### config.mk
export PLATFORM = sky130hd
export DESIGN_NAME = execute
export DESIGN_NICKNAME = d
export VERILOG_FILES = /design/src/source/exe_pkg.sv /design/src/source/exe_if.sv /design/src/source/exe_dispatch.sv /design/src/source/alu_unit.sv /design/src/source/lsu_unit.sv /design/src/source/csr_unit.sv /design/src/source/mul_unit.sv /design/src/source/commit_arb.sv /design/src/source/execute.sv
export SDC_FILE = /design/constraint.sdc
export NUM_CORES = 2
export LEC_CHECK = 0
export ABC_AREA = 1
export BUFFER_PORTS_ARGS = -buffer_cell sky130_fd_sc_hd__buf_4
export CAP_MARGIN = 20
export CORE_MARGIN = 3
export CORE_UTILIZATION = 65
export CTS_BUF_LIST = sky130_fd_sc_hd__clkbuf_8
export DETAILED_ROUTE_END_ITERATION = 6
export GPL_TIMING_DRIVEN = 0
export MAX_ROUTING_LAYER = met4
export PLACE_DENSITY = 0.84
export SETUP_SLACK_MARGIN = 0.15
export SYNTH_ARGS = -nofsm -noshare
export SYNTH_HDL_FRONTEND = slang
export SYNTH_SLANG_ARGS = --single-unit
### constraint.sdc
create_clock -name clk -period 14.3 [get_ports clk]
set_input_delay 1.43 -clock clk [delete_from_list [all_inputs] [get_ports clk]]
set_output_delay 1.43 -clock clk [all_outputs]
set_load 0.1 [all_outputs]
### src/source/exe_pkg.sv
`default_nettype none

package exe_pkg;

    localparam int XLEN  = 32;
    localparam int WID_W = 2;
    localparam int REG_W = 5;

    // CSR addresses, carried in the low bits of imm
    localparam logic [11:0] CSR_CYCLE   = 12'hC00;
    localparam logic [11:0] CSR_INSTRET = 12'hC02;
    localparam logic [11:0] CSR_SCRATCH = 12'h340;

    typedef enum logic [1:0] {
        UNIT_ALU = 2'd0,
        UNIT_LSU = 2'd1,
        UNIT_CSR = 2'd2,
        UNIT_MUL = 2'd3
    } unit_e;

    typedef enum logic [4:0] {
        OP_ADD    = 5'd0,
        OP_SUB    = 5'd1,
        OP_AND    = 5'd2,
        OP_OR     = 5'd3,
        OP_XOR    = 5'd4,
        OP_SLT    = 5'd5,
        OP_SLL    = 5'd6,
        OP_SRL    = 5'd7,
        OP_BEQ    = 5'd8,
        OP_BNE    = 5'd9,
        OP_JAL    = 5'd10,
        OP_EBREAK = 5'd11,
        OP_ECALL  = 5'd12,
        OP_LW     = 5'd13,
        OP_SW     = 5'd14,
        OP_CSRRW  = 5'd15,
        OP_CSRRS  = 5'd16,
        OP_MUL    = 5'd17,
        OP_MULH   = 5'd18
    } op_e;

endpackage

`default_nettype wire

### src/source/exe_if.sv
`timescale 1ns/1ps
`default_nettype none

interface exe_req_if;
    import exe_pkg::*;

    logic             valid;
    logic             ready;
    logic [WID_W-1:0] wid;
    logic [XLEN-1:0]  pc;
    op_e              op;
    logic [REG_W-1:0] rd;
    logic [XLEN-1:0]  rs1;
    logic [XLEN-1:0]  rs2;
    logic [XLEN-1:0]  imm;

    modport master (output valid, wid, pc, op, rd, rs1, rs2, imm, input ready);
    modport slave  (input valid, wid, pc, op, rd, rs1, rs2, imm, output ready);
endinterface

interface exe_cmt_if;
    import exe_pkg::*;

    logic             valid;
    logic             ready;
    logic [WID_W-1:0] wid;
    logic [XLEN-1:0]  pc;
    logic [REG_W-1:0] rd;
    logic             wb;
    logic [XLEN-1:0]  data;

    modport master (output valid, wid, pc, rd, wb, data, input ready);
    modport slave  (input valid, wid, pc, rd, wb, data, output ready);
endinterface

`default_nettype wire

### src/source/exe_dispatch.sv
`timescale 1ns/1ps
`default_nettype none

module exe_dispatch (
    input  wire                        req_valid,
    input  wire exe_pkg::unit_e        req_unit,
    input  wire exe_pkg::op_e          req_op,
    input  wire [exe_pkg::WID_W-1:0]   req_wid,
    input  wire [exe_pkg::XLEN-1:0]    req_pc,
    input  wire [exe_pkg::REG_W-1:0]   req_rd,
    input  wire [exe_pkg::XLEN-1:0]    req_rs1,
    input  wire [exe_pkg::XLEN-1:0]    req_rs2,
    input  wire [exe_pkg::XLEN-1:0]    req_imm,
    output logic                       req_ready,
    output logic                       ebreak,
    exe_req_if.master                  alu_req,
    exe_req_if.master                  lsu_req,
    exe_req_if.master                  csr_req,
    exe_req_if.master                  mul_req
);
    import exe_pkg::*;

    assign alu_req.valid = req_valid && (req_unit == UNIT_ALU);
    assign lsu_req.valid = req_valid && (req_unit == UNIT_LSU);
    assign csr_req.valid = req_valid && (req_unit == UNIT_CSR);
    assign mul_req.valid = req_valid && (req_unit == UNIT_MUL);

    // Payload fans out to every unit, only valid is steered
    assign {alu_req.wid, alu_req.pc, alu_req.rd} = {req_wid, req_pc, req_rd};
    assign {lsu_req.wid, lsu_req.pc, lsu_req.rd} = {req_wid, req_pc, req_rd};
    assign {csr_req.wid, csr_req.pc, csr_req.rd} = {req_wid, req_pc, req_rd};
    assign {mul_req.wid, mul_req.pc, mul_req.rd} = {req_wid, req_pc, req_rd};

    assign alu_req.op = req_op;
    assign lsu_req.op = req_op;
    assign csr_req.op = req_op;
    assign mul_req.op = req_op;

    assign {alu_req.rs1, alu_req.rs2, alu_req.imm} = {req_rs1, req_rs2, req_imm};
    assign {lsu_req.rs1, lsu_req.rs2, lsu_req.imm} = {req_rs1, req_rs2, req_imm};
    assign {csr_req.rs1, csr_req.rs2, csr_req.imm} = {req_rs1, req_rs2, req_imm};
    assign {mul_req.rs1, mul_req.rs2, mul_req.imm} = {req_rs1, req_rs2, req_imm};

    always_comb begin
        case (req_unit)
            UNIT_ALU: req_ready = alu_req.ready;
            UNIT_LSU: req_ready = lsu_req.ready;
            UNIT_CSR: req_ready = csr_req.ready;
            default:  req_ready = mul_req.ready;
        endcase
    end

    // Raised on presentation, accepted or not
    assign ebreak = alu_req.valid && (req_op == OP_EBREAK || req_op == OP_ECALL);

endmodule

`default_nettype wire

### src/source/alu_unit.sv
`timescale 1ns/1ps
`default_nettype none

module alu_unit (
    input  wire                      clk,
    input  wire                      arst_n,
    exe_req_if.slave                 req,
    exe_cmt_if.master                cmt,
    output logic                     branch_valid,
    output logic                     branch_taken,
    output logic [exe_pkg::XLEN-1:0] branch_target
);
    import exe_pkg::*;

    logic            accept;
    logic [XLEN-1:0] result;
    logic            result_wb;
    logic            is_branch;
    logic            taken;

    assign req.ready = !cmt.valid || cmt.ready;
    assign accept    = req.valid && req.ready;

    always_comb begin
        result    = '0;
        result_wb = 1'b1;
        is_branch = 1'b0;
        taken     = 1'b0;
        case (req.op)
            OP_ADD: result = req.rs1 + req.rs2;
            OP_SUB: result = req.rs1 - req.rs2;
            OP_AND: result = req.rs1 & req.rs2;
            OP_OR:  result = req.rs1 | req.rs2;
            OP_XOR: result = req.rs1 ^ req.rs2;
            OP_SLT: result = XLEN'($signed(req.rs1) < $signed(req.rs2));
            OP_SLL: result = req.rs1 << req.rs2[$clog2(XLEN)-1:0];
            OP_SRL: result = req.rs1 >> req.rs2[$clog2(XLEN)-1:0];
            OP_BEQ, OP_BNE: begin
                is_branch = 1'b1;
                taken     = (req.rs1 == req.rs2) ^ (req.op == OP_BNE);
                result_wb = 1'b0;
            end
            OP_JAL: begin
                is_branch = 1'b1;
                taken     = 1'b1;
                result    = req.pc + XLEN'(4);
            end
            // EBREAK, ECALL and anything foreign retire without a write
            default: result_wb = 1'b0;
        endcase
    end

    always_ff @(posedge clk or negedge arst_n) begin
        if (!arst_n) begin
            cmt.valid    <= 1'b0;
            branch_valid <= 1'b0;
        end else begin
            branch_valid <= accept && is_branch;
            if (accept) begin
                cmt.valid <= 1'b1;
            end else if (cmt.ready) begin
                cmt.valid <= 1'b0;
            end
        end
    end

    always_ff @(posedge clk) begin
        if (accept) begin
            cmt.wid       <= req.wid;
            cmt.pc        <= req.pc;
            cmt.rd        <= req.rd;
            cmt.wb        <= result_wb;
            cmt.data      <= result;
            branch_taken  <= taken;
            branch_target <= req.pc + req.imm;
        end
    end

endmodule

`default_nettype wire

### src/source/lsu_unit.sv
`timescale 1ns/1ps
`default_nettype none

module lsu_unit (
    input  wire                      clk,
    input  wire                      arst_n,
    exe_req_if.slave                 req,
    exe_cmt_if.master                cmt,
    output logic                     dcache_req_valid,
    output logic                     dcache_req_rw,
    output logic [exe_pkg::XLEN-1:0] dcache_req_addr,
    output logic [exe_pkg::XLEN-1:0] dcache_req_data,
    input  wire                      dcache_req_ready,
    input  wire                      dcache_rsp_valid,
    input  wire  [exe_pkg::XLEN-1:0] dcache_rsp_data
);
    import exe_pkg::*;

    typedef enum logic [1:0] {IDLE, REQ, WAIT_RSP, COMMIT} state_e;

    state_e          state;
    logic            is_store;
    logic [XLEN-1:0] rdata;

    assign req.ready        = (state == IDLE);
    assign dcache_req_valid = (state == REQ);
    assign dcache_req_rw    = is_store;
    assign cmt.valid        = (state == COMMIT);
    assign cmt.wb           = !is_store;
    assign cmt.data         = is_store ? '0 : rdata;

    always_ff @(posedge clk or negedge arst_n) begin
        if (!arst_n) begin
            state <= IDLE;
        end else begin
            case (state)
                IDLE:     if (req.valid) state <= REQ;
                REQ:      if (dcache_req_ready) state <= is_store ? COMMIT : WAIT_RSP;
                WAIT_RSP: if (dcache_rsp_valid) state <= COMMIT;
                COMMIT:   if (cmt.ready) state <= IDLE;
                default:  state <= IDLE;
            endcase
        end
    end

    // Request capture and load data
    always_ff @(posedge clk) begin
        if (state == IDLE && req.valid) begin
            cmt.wid         <= req.wid;
            cmt.pc          <= req.pc;
            cmt.rd          <= req.rd;
            is_store        <= (req.op == OP_SW);
            dcache_req_addr <= req.rs1 + req.imm;
            dcache_req_data <= req.rs2;
        end
        if (state == WAIT_RSP && dcache_rsp_valid) begin
            rdata <= dcache_rsp_data;
        end
    end

endmodule

`default_nettype wire

### src/source/csr_unit.sv
`timescale 1ns/1ps
`default_nettype none

module csr_unit (
    input  wire       clk,
    input  wire       arst_n,
    exe_req_if.slave  req,
    exe_cmt_if.master cmt,
    input  wire       cmt_fire
);
    import exe_pkg::*;

    logic            accept;
    logic [11:0]     addr;
    logic [XLEN-1:0] cycle_cnt;
    logic [XLEN-1:0] instret_cnt;
    logic [XLEN-1:0] scratch;
    logic [XLEN-1:0] rd_val;

    assign req.ready = !cmt.valid || cmt.ready;
    assign accept    = req.valid && req.ready;
    assign addr      = req.imm[11:0];
    assign cmt.wb    = 1'b1;

    always_comb begin
        case (addr)
            CSR_CYCLE:   rd_val = cycle_cnt;
            CSR_INSTRET: rd_val = instret_cnt;
            CSR_SCRATCH: rd_val = scratch;
            default:     rd_val = '0;
        endcase
    end

    always_ff @(posedge clk or negedge arst_n) begin
        if (!arst_n) begin
            cmt.valid   <= 1'b0;
            cycle_cnt   <= '0;
            instret_cnt <= '0;
            scratch     <= '0;
        end else begin
            cycle_cnt <= cycle_cnt + 1'b1;
            if (cmt_fire) begin
                instret_cnt <= instret_cnt + 1'b1;
            end
            // Counters are read-only, only scratch takes writes
            if (accept && addr == CSR_SCRATCH) begin
                scratch <= (req.op == OP_CSRRS) ? (scratch | req.rs1) : req.rs1;
            end
            if (accept) begin
                cmt.valid <= 1'b1;
            end else if (cmt.ready) begin
                cmt.valid <= 1'b0;
            end
        end
    end

    always_ff @(posedge clk) begin
        if (accept) begin
            cmt.wid  <= req.wid;
            cmt.pc   <= req.pc;
            cmt.rd   <= req.rd;
            cmt.data <= rd_val;
        end
    end

endmodule

`default_nettype wire

### src/source/mul_unit.sv
`timescale 1ns/1ps
`default_nettype none

module mul_unit (
    input  wire       clk,
    input  wire       arst_n,
    exe_req_if.slave  req,
    exe_cmt_if.master cmt
);
    import exe_pkg::*;

    logic                     advance;
    logic                     s1_valid;
    logic [WID_W-1:0]         s1_wid;
    logic [XLEN-1:0]          s1_pc;
    logic [REG_W-1:0]         s1_rd;
    logic                     s1_high;
    logic [XLEN-1:0]          s1_a;
    logic [XLEN-1:0]          s1_b;
    logic                     s2_high;
    logic signed [2*XLEN-1:0] product;
    logic signed [2*XLEN-1:0] s2_prod;

    // Whole pipe freezes while the output is held
    assign advance   = !cmt.valid || cmt.ready;
    assign req.ready = advance;
    assign product   = $signed(s1_a) * $signed(s1_b);
    assign cmt.wb    = 1'b1;
    assign cmt.data  = s2_high ? s2_prod[2*XLEN-1:XLEN] : s2_prod[XLEN-1:0];

    always_ff @(posedge clk or negedge arst_n) begin
        if (!arst_n) begin
            s1_valid  <= 1'b0;
            cmt.valid <= 1'b0;
        end else if (advance) begin
            s1_valid  <= req.valid;
            cmt.valid <= s1_valid;
        end
    end

    always_ff @(posedge clk) begin
        if (advance) begin
            s1_wid  <= req.wid;
            s1_pc   <= req.pc;
            s1_rd   <= req.rd;
            s1_high <= (req.op == OP_MULH);
            s1_a    <= req.rs1;
            s1_b    <= req.rs2;
            cmt.wid <= s1_wid;
            cmt.pc  <= s1_pc;
            cmt.rd  <= s1_rd;
            s2_high <= s1_high;
            s2_prod <= product;
        end
    end

endmodule

`default_nettype wire

### src/source/commit_arb.sv
`timescale 1ns/1ps
`default_nettype none

module commit_arb (
    input  wire                       clk,
    input  wire                       arst_n,
    exe_cmt_if.slave                  alu_cmt,
    exe_cmt_if.slave                  lsu_cmt,
    exe_cmt_if.slave                  csr_cmt,
    exe_cmt_if.slave                  mul_cmt,
    output logic                      cmt_valid,
    output logic [exe_pkg::WID_W-1:0] cmt_wid,
    output logic [exe_pkg::XLEN-1:0]  cmt_pc,
    output logic [exe_pkg::REG_W-1:0] cmt_rd,
    output logic                      cmt_wb,
    output logic [exe_pkg::XLEN-1:0]  cmt_data,
    input  wire                       cmt_ready,
    output logic                      cmt_fire
);
    import exe_pkg::*;

    logic [3:0]       src_valid;
    logic [3:0]       src_wb;
    logic [WID_W-1:0] src_wid [4];
    logic [XLEN-1:0]  src_pc [4];
    logic [REG_W-1:0] src_rd [4];
    logic [XLEN-1:0]  src_data [4];
    logic [1:0]       ptr;
    logic [1:0]       gnt;
    logic [1:0]       idx;

    // Source order follows unit_e
    assign src_valid = {mul_cmt.valid, csr_cmt.valid, lsu_cmt.valid, alu_cmt.valid};
    assign src_wb    = {mul_cmt.wb, csr_cmt.wb, lsu_cmt.wb, alu_cmt.wb};
    assign src_wid   = '{alu_cmt.wid, lsu_cmt.wid, csr_cmt.wid, mul_cmt.wid};
    assign src_pc    = '{alu_cmt.pc, lsu_cmt.pc, csr_cmt.pc, mul_cmt.pc};
    assign src_rd    = '{alu_cmt.rd, lsu_cmt.rd, csr_cmt.rd, mul_cmt.rd};
    assign src_data  = '{alu_cmt.data, lsu_cmt.data, csr_cmt.data, mul_cmt.data};

    // First valid source at or after the pointer
    always_comb begin
        cmt_valid = 1'b0;
        gnt       = ptr;
        idx       = ptr;
        for (int i = 0; i < 4; i++) begin
            idx = ptr + 2'(i);
            if (!cmt_valid && src_valid[idx]) begin
                cmt_valid = 1'b1;
                gnt       = idx;
            end
        end
    end

    assign cmt_wid  = src_wid[gnt];
    assign cmt_pc   = src_pc[gnt];
    assign cmt_rd   = src_rd[gnt];
    assign cmt_wb   = src_wb[gnt];
    assign cmt_data = src_data[gnt];
    assign cmt_fire = cmt_valid && cmt_ready;

    assign alu_cmt.ready = cmt_fire && (gnt == 2'd0);
    assign lsu_cmt.ready = cmt_fire && (gnt == 2'd1);
    assign csr_cmt.ready = cmt_fire && (gnt == 2'd2);
    assign mul_cmt.ready = cmt_fire && (gnt == 2'd3);

    always_ff @(posedge clk or negedge arst_n) begin
        if (!arst_n) begin
            ptr <= '0;
        end else if (cmt_fire) begin
            ptr <= gnt + 2'd1;
        end
    end

endmodule

`default_nettype wire

### src/source/execute.sv
`timescale 1ns/1ps
`default_nettype none

module execute (
    input  wire                       clk,
    input  wire                       arst_n,
    input  wire                       req_valid,
    input  wire exe_pkg::unit_e       req_unit,
    input  wire exe_pkg::op_e         req_op,
    input  wire [exe_pkg::WID_W-1:0]  req_wid,
    input  wire [exe_pkg::XLEN-1:0]   req_pc,
    input  wire [exe_pkg::REG_W-1:0]  req_rd,
    input  wire [exe_pkg::XLEN-1:0]   req_rs1,
    input  wire [exe_pkg::XLEN-1:0]   req_rs2,
    input  wire [exe_pkg::XLEN-1:0]   req_imm,
    output logic                      req_ready,
    output logic                      cmt_valid,
    output logic [exe_pkg::WID_W-1:0] cmt_wid,
    output logic [exe_pkg::XLEN-1:0]  cmt_pc,
    output logic [exe_pkg::REG_W-1:0] cmt_rd,
    output logic                      cmt_wb,
    output logic [exe_pkg::XLEN-1:0]  cmt_data,
    input  wire                       cmt_ready,
    output logic                      branch_valid,
    output logic                      branch_taken,
    output logic [exe_pkg::XLEN-1:0]  branch_target,
    output logic                      ebreak,
    output logic                      dcache_req_valid,
    output logic                      dcache_req_rw,
    output logic [exe_pkg::XLEN-1:0]  dcache_req_addr,
    output logic [exe_pkg::XLEN-1:0]  dcache_req_data,
    input  wire                       dcache_req_ready,
    input  wire                       dcache_rsp_valid,
    input  wire  [exe_pkg::XLEN-1:0]  dcache_rsp_data
);

    exe_req_if alu_req ();
    exe_req_if lsu_req ();
    exe_req_if csr_req ();
    exe_req_if mul_req ();

    exe_cmt_if alu_cmt ();
    exe_cmt_if lsu_cmt ();
    exe_cmt_if csr_cmt ();
    exe_cmt_if mul_cmt ();

    logic cmt_fire;

    exe_dispatch u_dispatch (
        .req_valid (req_valid),
        .req_unit  (req_unit),
        .req_op    (req_op),
        .req_wid   (req_wid),
        .req_pc    (req_pc),
        .req_rd    (req_rd),
        .req_rs1   (req_rs1),
        .req_rs2   (req_rs2),
        .req_imm   (req_imm),
        .req_ready (req_ready),
        .ebreak    (ebreak),
        .alu_req   (alu_req),
        .lsu_req   (lsu_req),
        .csr_req   (csr_req),
        .mul_req   (mul_req)
    );

    alu_unit u_alu (
        .clk           (clk),
        .arst_n        (arst_n),
        .req           (alu_req),
        .cmt           (alu_cmt),
        .branch_valid  (branch_valid),
        .branch_taken  (branch_taken),
        .branch_target (branch_target)
    );

    lsu_unit u_lsu (
        .clk              (clk),
        .arst_n           (arst_n),
        .req              (lsu_req),
        .cmt              (lsu_cmt),
        .dcache_req_valid (dcache_req_valid),
        .dcache_req_rw    (dcache_req_rw),
        .dcache_req_addr  (dcache_req_addr),
        .dcache_req_data  (dcache_req_data),
        .dcache_req_ready (dcache_req_ready),
        .dcache_rsp_valid (dcache_rsp_valid),
        .dcache_rsp_data  (dcache_rsp_data)
    );

    csr_unit u_csr (
        .clk      (clk),
        .arst_n   (arst_n),
        .req      (csr_req),
        .cmt      (csr_cmt),
        .cmt_fire (cmt_fire)
    );

    mul_unit u_mul (
        .clk    (clk),
        .arst_n (arst_n),
        .req    (mul_req),
        .cmt    (mul_cmt)
    );

    commit_arb u_arb (
        .clk       (clk),
        .arst_n    (arst_n),
        .alu_cmt   (alu_cmt),
        .lsu_cmt   (lsu_cmt),
        .csr_cmt   (csr_cmt),
        .mul_cmt   (mul_cmt),
        .cmt_valid (cmt_valid),
        .cmt_wid   (cmt_wid),
        .cmt_pc    (cmt_pc),
        .cmt_rd    (cmt_rd),
        .cmt_wb    (cmt_wb),
        .cmt_data  (cmt_data),
        .cmt_ready (cmt_ready),
        .cmt_fire  (cmt_fire)
    );

endmodule

`default_nettype wire

==> impl_results.md <==
- EDFF count, synth: 520
- Critical-path top delay cell: fa_1
- Worst stage delay on the critical path: 0.97 ns
- Most flops, register: u_mul.s2_prod
- Drt via density: about 6.3
- Maxcap violations: 0
- YS warnings: 0
- Most common cell after layout, fill and taps aside: nand2_1
- Row cnt: 126
- Setup TNS: 0 ns
- Most frequent cells in the layout: nand2_1 (3087), inv_1 (2164), fa_1 (1085)
- DR DRC count: 40
- Max FFs per register: between 60 and 70
- Placed instance count: 11980
- Endpoint class of the critical path: flip-flop
- Register area share after synthesis: a little under a quarter
- Final ANT Viol Nets: 0
- Worst-Margin Slew: between 1 and 1.5 ns
- I/O pins: between 300 and 400
- Final setup vio count: 0
- Leading area contributor after synthesis: fa_1
- DRT iter0 DRCs: between 10000 and 15000
- Core Box Area: around 120000 sq um
- Cell Area, Synth: 78190 sq um
- Worst path arrival time: approximately 10 ns
- First-pass iteration count of the detailed router: 7
- Failing checks: DRC
- TritonCTS clock tree: built
- Post-synth cell types: between 40 and 50
- Number of buffers and inverters on the critical path: 9
- Area contributors post-synth: fa_1 (28%), edfxtp_1 (20%), nand2_1 (15%)
- Pre-CTS WS: 5.050 ns
- Clk slew on worst S/H paths: 0.08 ns
- DIE HEIGHT: 352.8 um
- Initial antenna violation count: 37
- Max Fclk: slightly above 100 MHz
- Crit Path Category: reg2reg
- Max Clock Skew: ~0.080 ns
- Register bit total from synthesis: around 630
- Final Routed Wirelength: approximately 350 mm
- Post-CTS setup buffer count: 0
- RSZ-0062 raised after global routing: no
- Filler cell count: ~9000
- Clock Tree Buf Depth: 3
- Die Area: approximately 120000 sq um
- Reg area: around 18000 sq um
- Initial Util: about two thirds
- HPWL after detailed placement: between 200 and 300 mm
- Status: finished with violations
- Post-CTS sizing: 0
- Setup ws final: 4.499 ns
- Syn_area_per_cell: around 7.8 sq um
- # port buffers: around 350
- CP delay by family, top: adder cells
- Cells after synthesis: approximately 10000
- Min-Delay Path Class: in2async
- Share of layout cells above drive strength 1: 6.424%
- Gr usage total: 57.92%
- GP Congestion: between 1 and 1.5
- Non-filler cells in the finished layout: approximately 12000
- Reg2Reg Setup Slack: 4.50 ns
- Pin count of the biggest net entering global routing: 93
- Htree depth: 3
- Synthesized Nets: between 10000 and 15000
- Vias: ~77000
- Multi-input gate area: ~50000 sq um
- First-pass GRT wire length: ~500 mm
- Num CTS Buffers: roughly 110
- Fin crit share: about two thirds
- Setup crit start kind: flip-flop
- Aggregate global routing overflow: 0
- Commonest register cell after synthesis: edfxtp_1
- Yosys top cell area share: 27.80%
- Layout overhead on the synthesized area: 9.686%
- Die Width: between 300 and 400 um
- Worst-Skew Late Latency: 0.95 ns
- CP Data Required Time: between 10 and 15 ns
- CTS Hold Bufs: 0
- Asr flop ratio synth: roughly 17%
- Avg WL per Cell: 28.64 um
- Final Net Count: ~12000
- Max Slew Vio Count: 0
- WHS: approximately 0.39 ns
- Clock sinks: about 630
- Root Driver: clkbuf_8
- Worst relative slew slack: about 8.1%
- Number of global-route vias before repair: between 70000 and 80000
- Max Fanout on Critical Path: 10
- Final Hold Viols: 0
- Crit path time final: between 9 and 10 ns
Yosys cell counts (all sizes together), types with 2 or more instances:
cell       n
nor3      73
o221ai    29
buf       93
o21ai    200
nand3b    44
a21boi     8
a21o      13
o22ai     13
a211oi     2
nand2   3093
fa      1086
or2       16
nor3b      6
clkinv     4
edfxtp   520
o21a       6
o211ai    24
o21bai    38
mux2      32
xor2     123
a31oi      5
and3       5
ha       354
nand4    122
nand3    745
dfrtp    105
inv     2143
a21oi    223
xnor2     27
clkbuf   297
nor4      22
nor2     525
and2      12
path summary, 6_finish.rpt:
check | start | depth (start not counted) | endpoint
min | arst_n | 1 | u_alu.branch_valid
min in group clk | u_mul.s1_pc[23] | 0 | u_mul.cmt.pc[23]
min reg2reg | u_mul.s1_pc[23] | 0 | u_mul.cmt.pc[23]
max reg2reg | u_mul.s1_a[31] | 27 | u_mul.s2_prod[58]
max | u_mul.s1_a[31] | 27 | u_mul.s2_prod[58]
max in group asynchronous | arst_n | 2 | u_csr.instret_cnt[21]
kinds of logic after synthesis:
family / share of synthesized area [%]
multiplexers: 0.4737
buffers and inverters: 12.42
XOR/XNOR: 1.680
AO/OA/AOI/OAI: 4.074
flip-flops: 23.33
AND/OR/NAND/NOR: 24.55
adder cells (fa/ha/maj): 33.47
through the flow:
| stage | cell area [sq um] | utilization (%) |
|---|---|---|
| 6_report | 85770 | 72.25 |
| 5_1_grt | 85750 | 72.23 |
| 4_1_cts | 85550 | 72.07 |
| 3_5_place_dp | 83180 | 70.07 |
| 3_3_place_gp | 82850 | 69.79 |
| 2_1_floorplan | 78190 | - |
layer usage:
layer	track usage, %	wire (um)	up-vias
met5	-	0	-
met2	80.66	143700	7359
met1	60.06	103000	35830
met4	59.50	49530	0
li1	-	-	31480
met3	23.86	54130	2740
area by class of cell:
class / count / share of cell area, %
multi-input combinational: 6849 / 58.61
sequential: 625 / 21.27
inverter: 2147 / 9.402
timing repair buffer: 372 / 3.561
tap: 1600 / 2.334
buffer: 390 / 1.926
clock buffer: 118 / 1.894
clock inverter: 84 / 0.8724
antenna: 46 / 0.1342
Power is left out: the tool's default activity adds up to more than one toggle a clock period on the data nets, which glitch-free logic cannot reach.
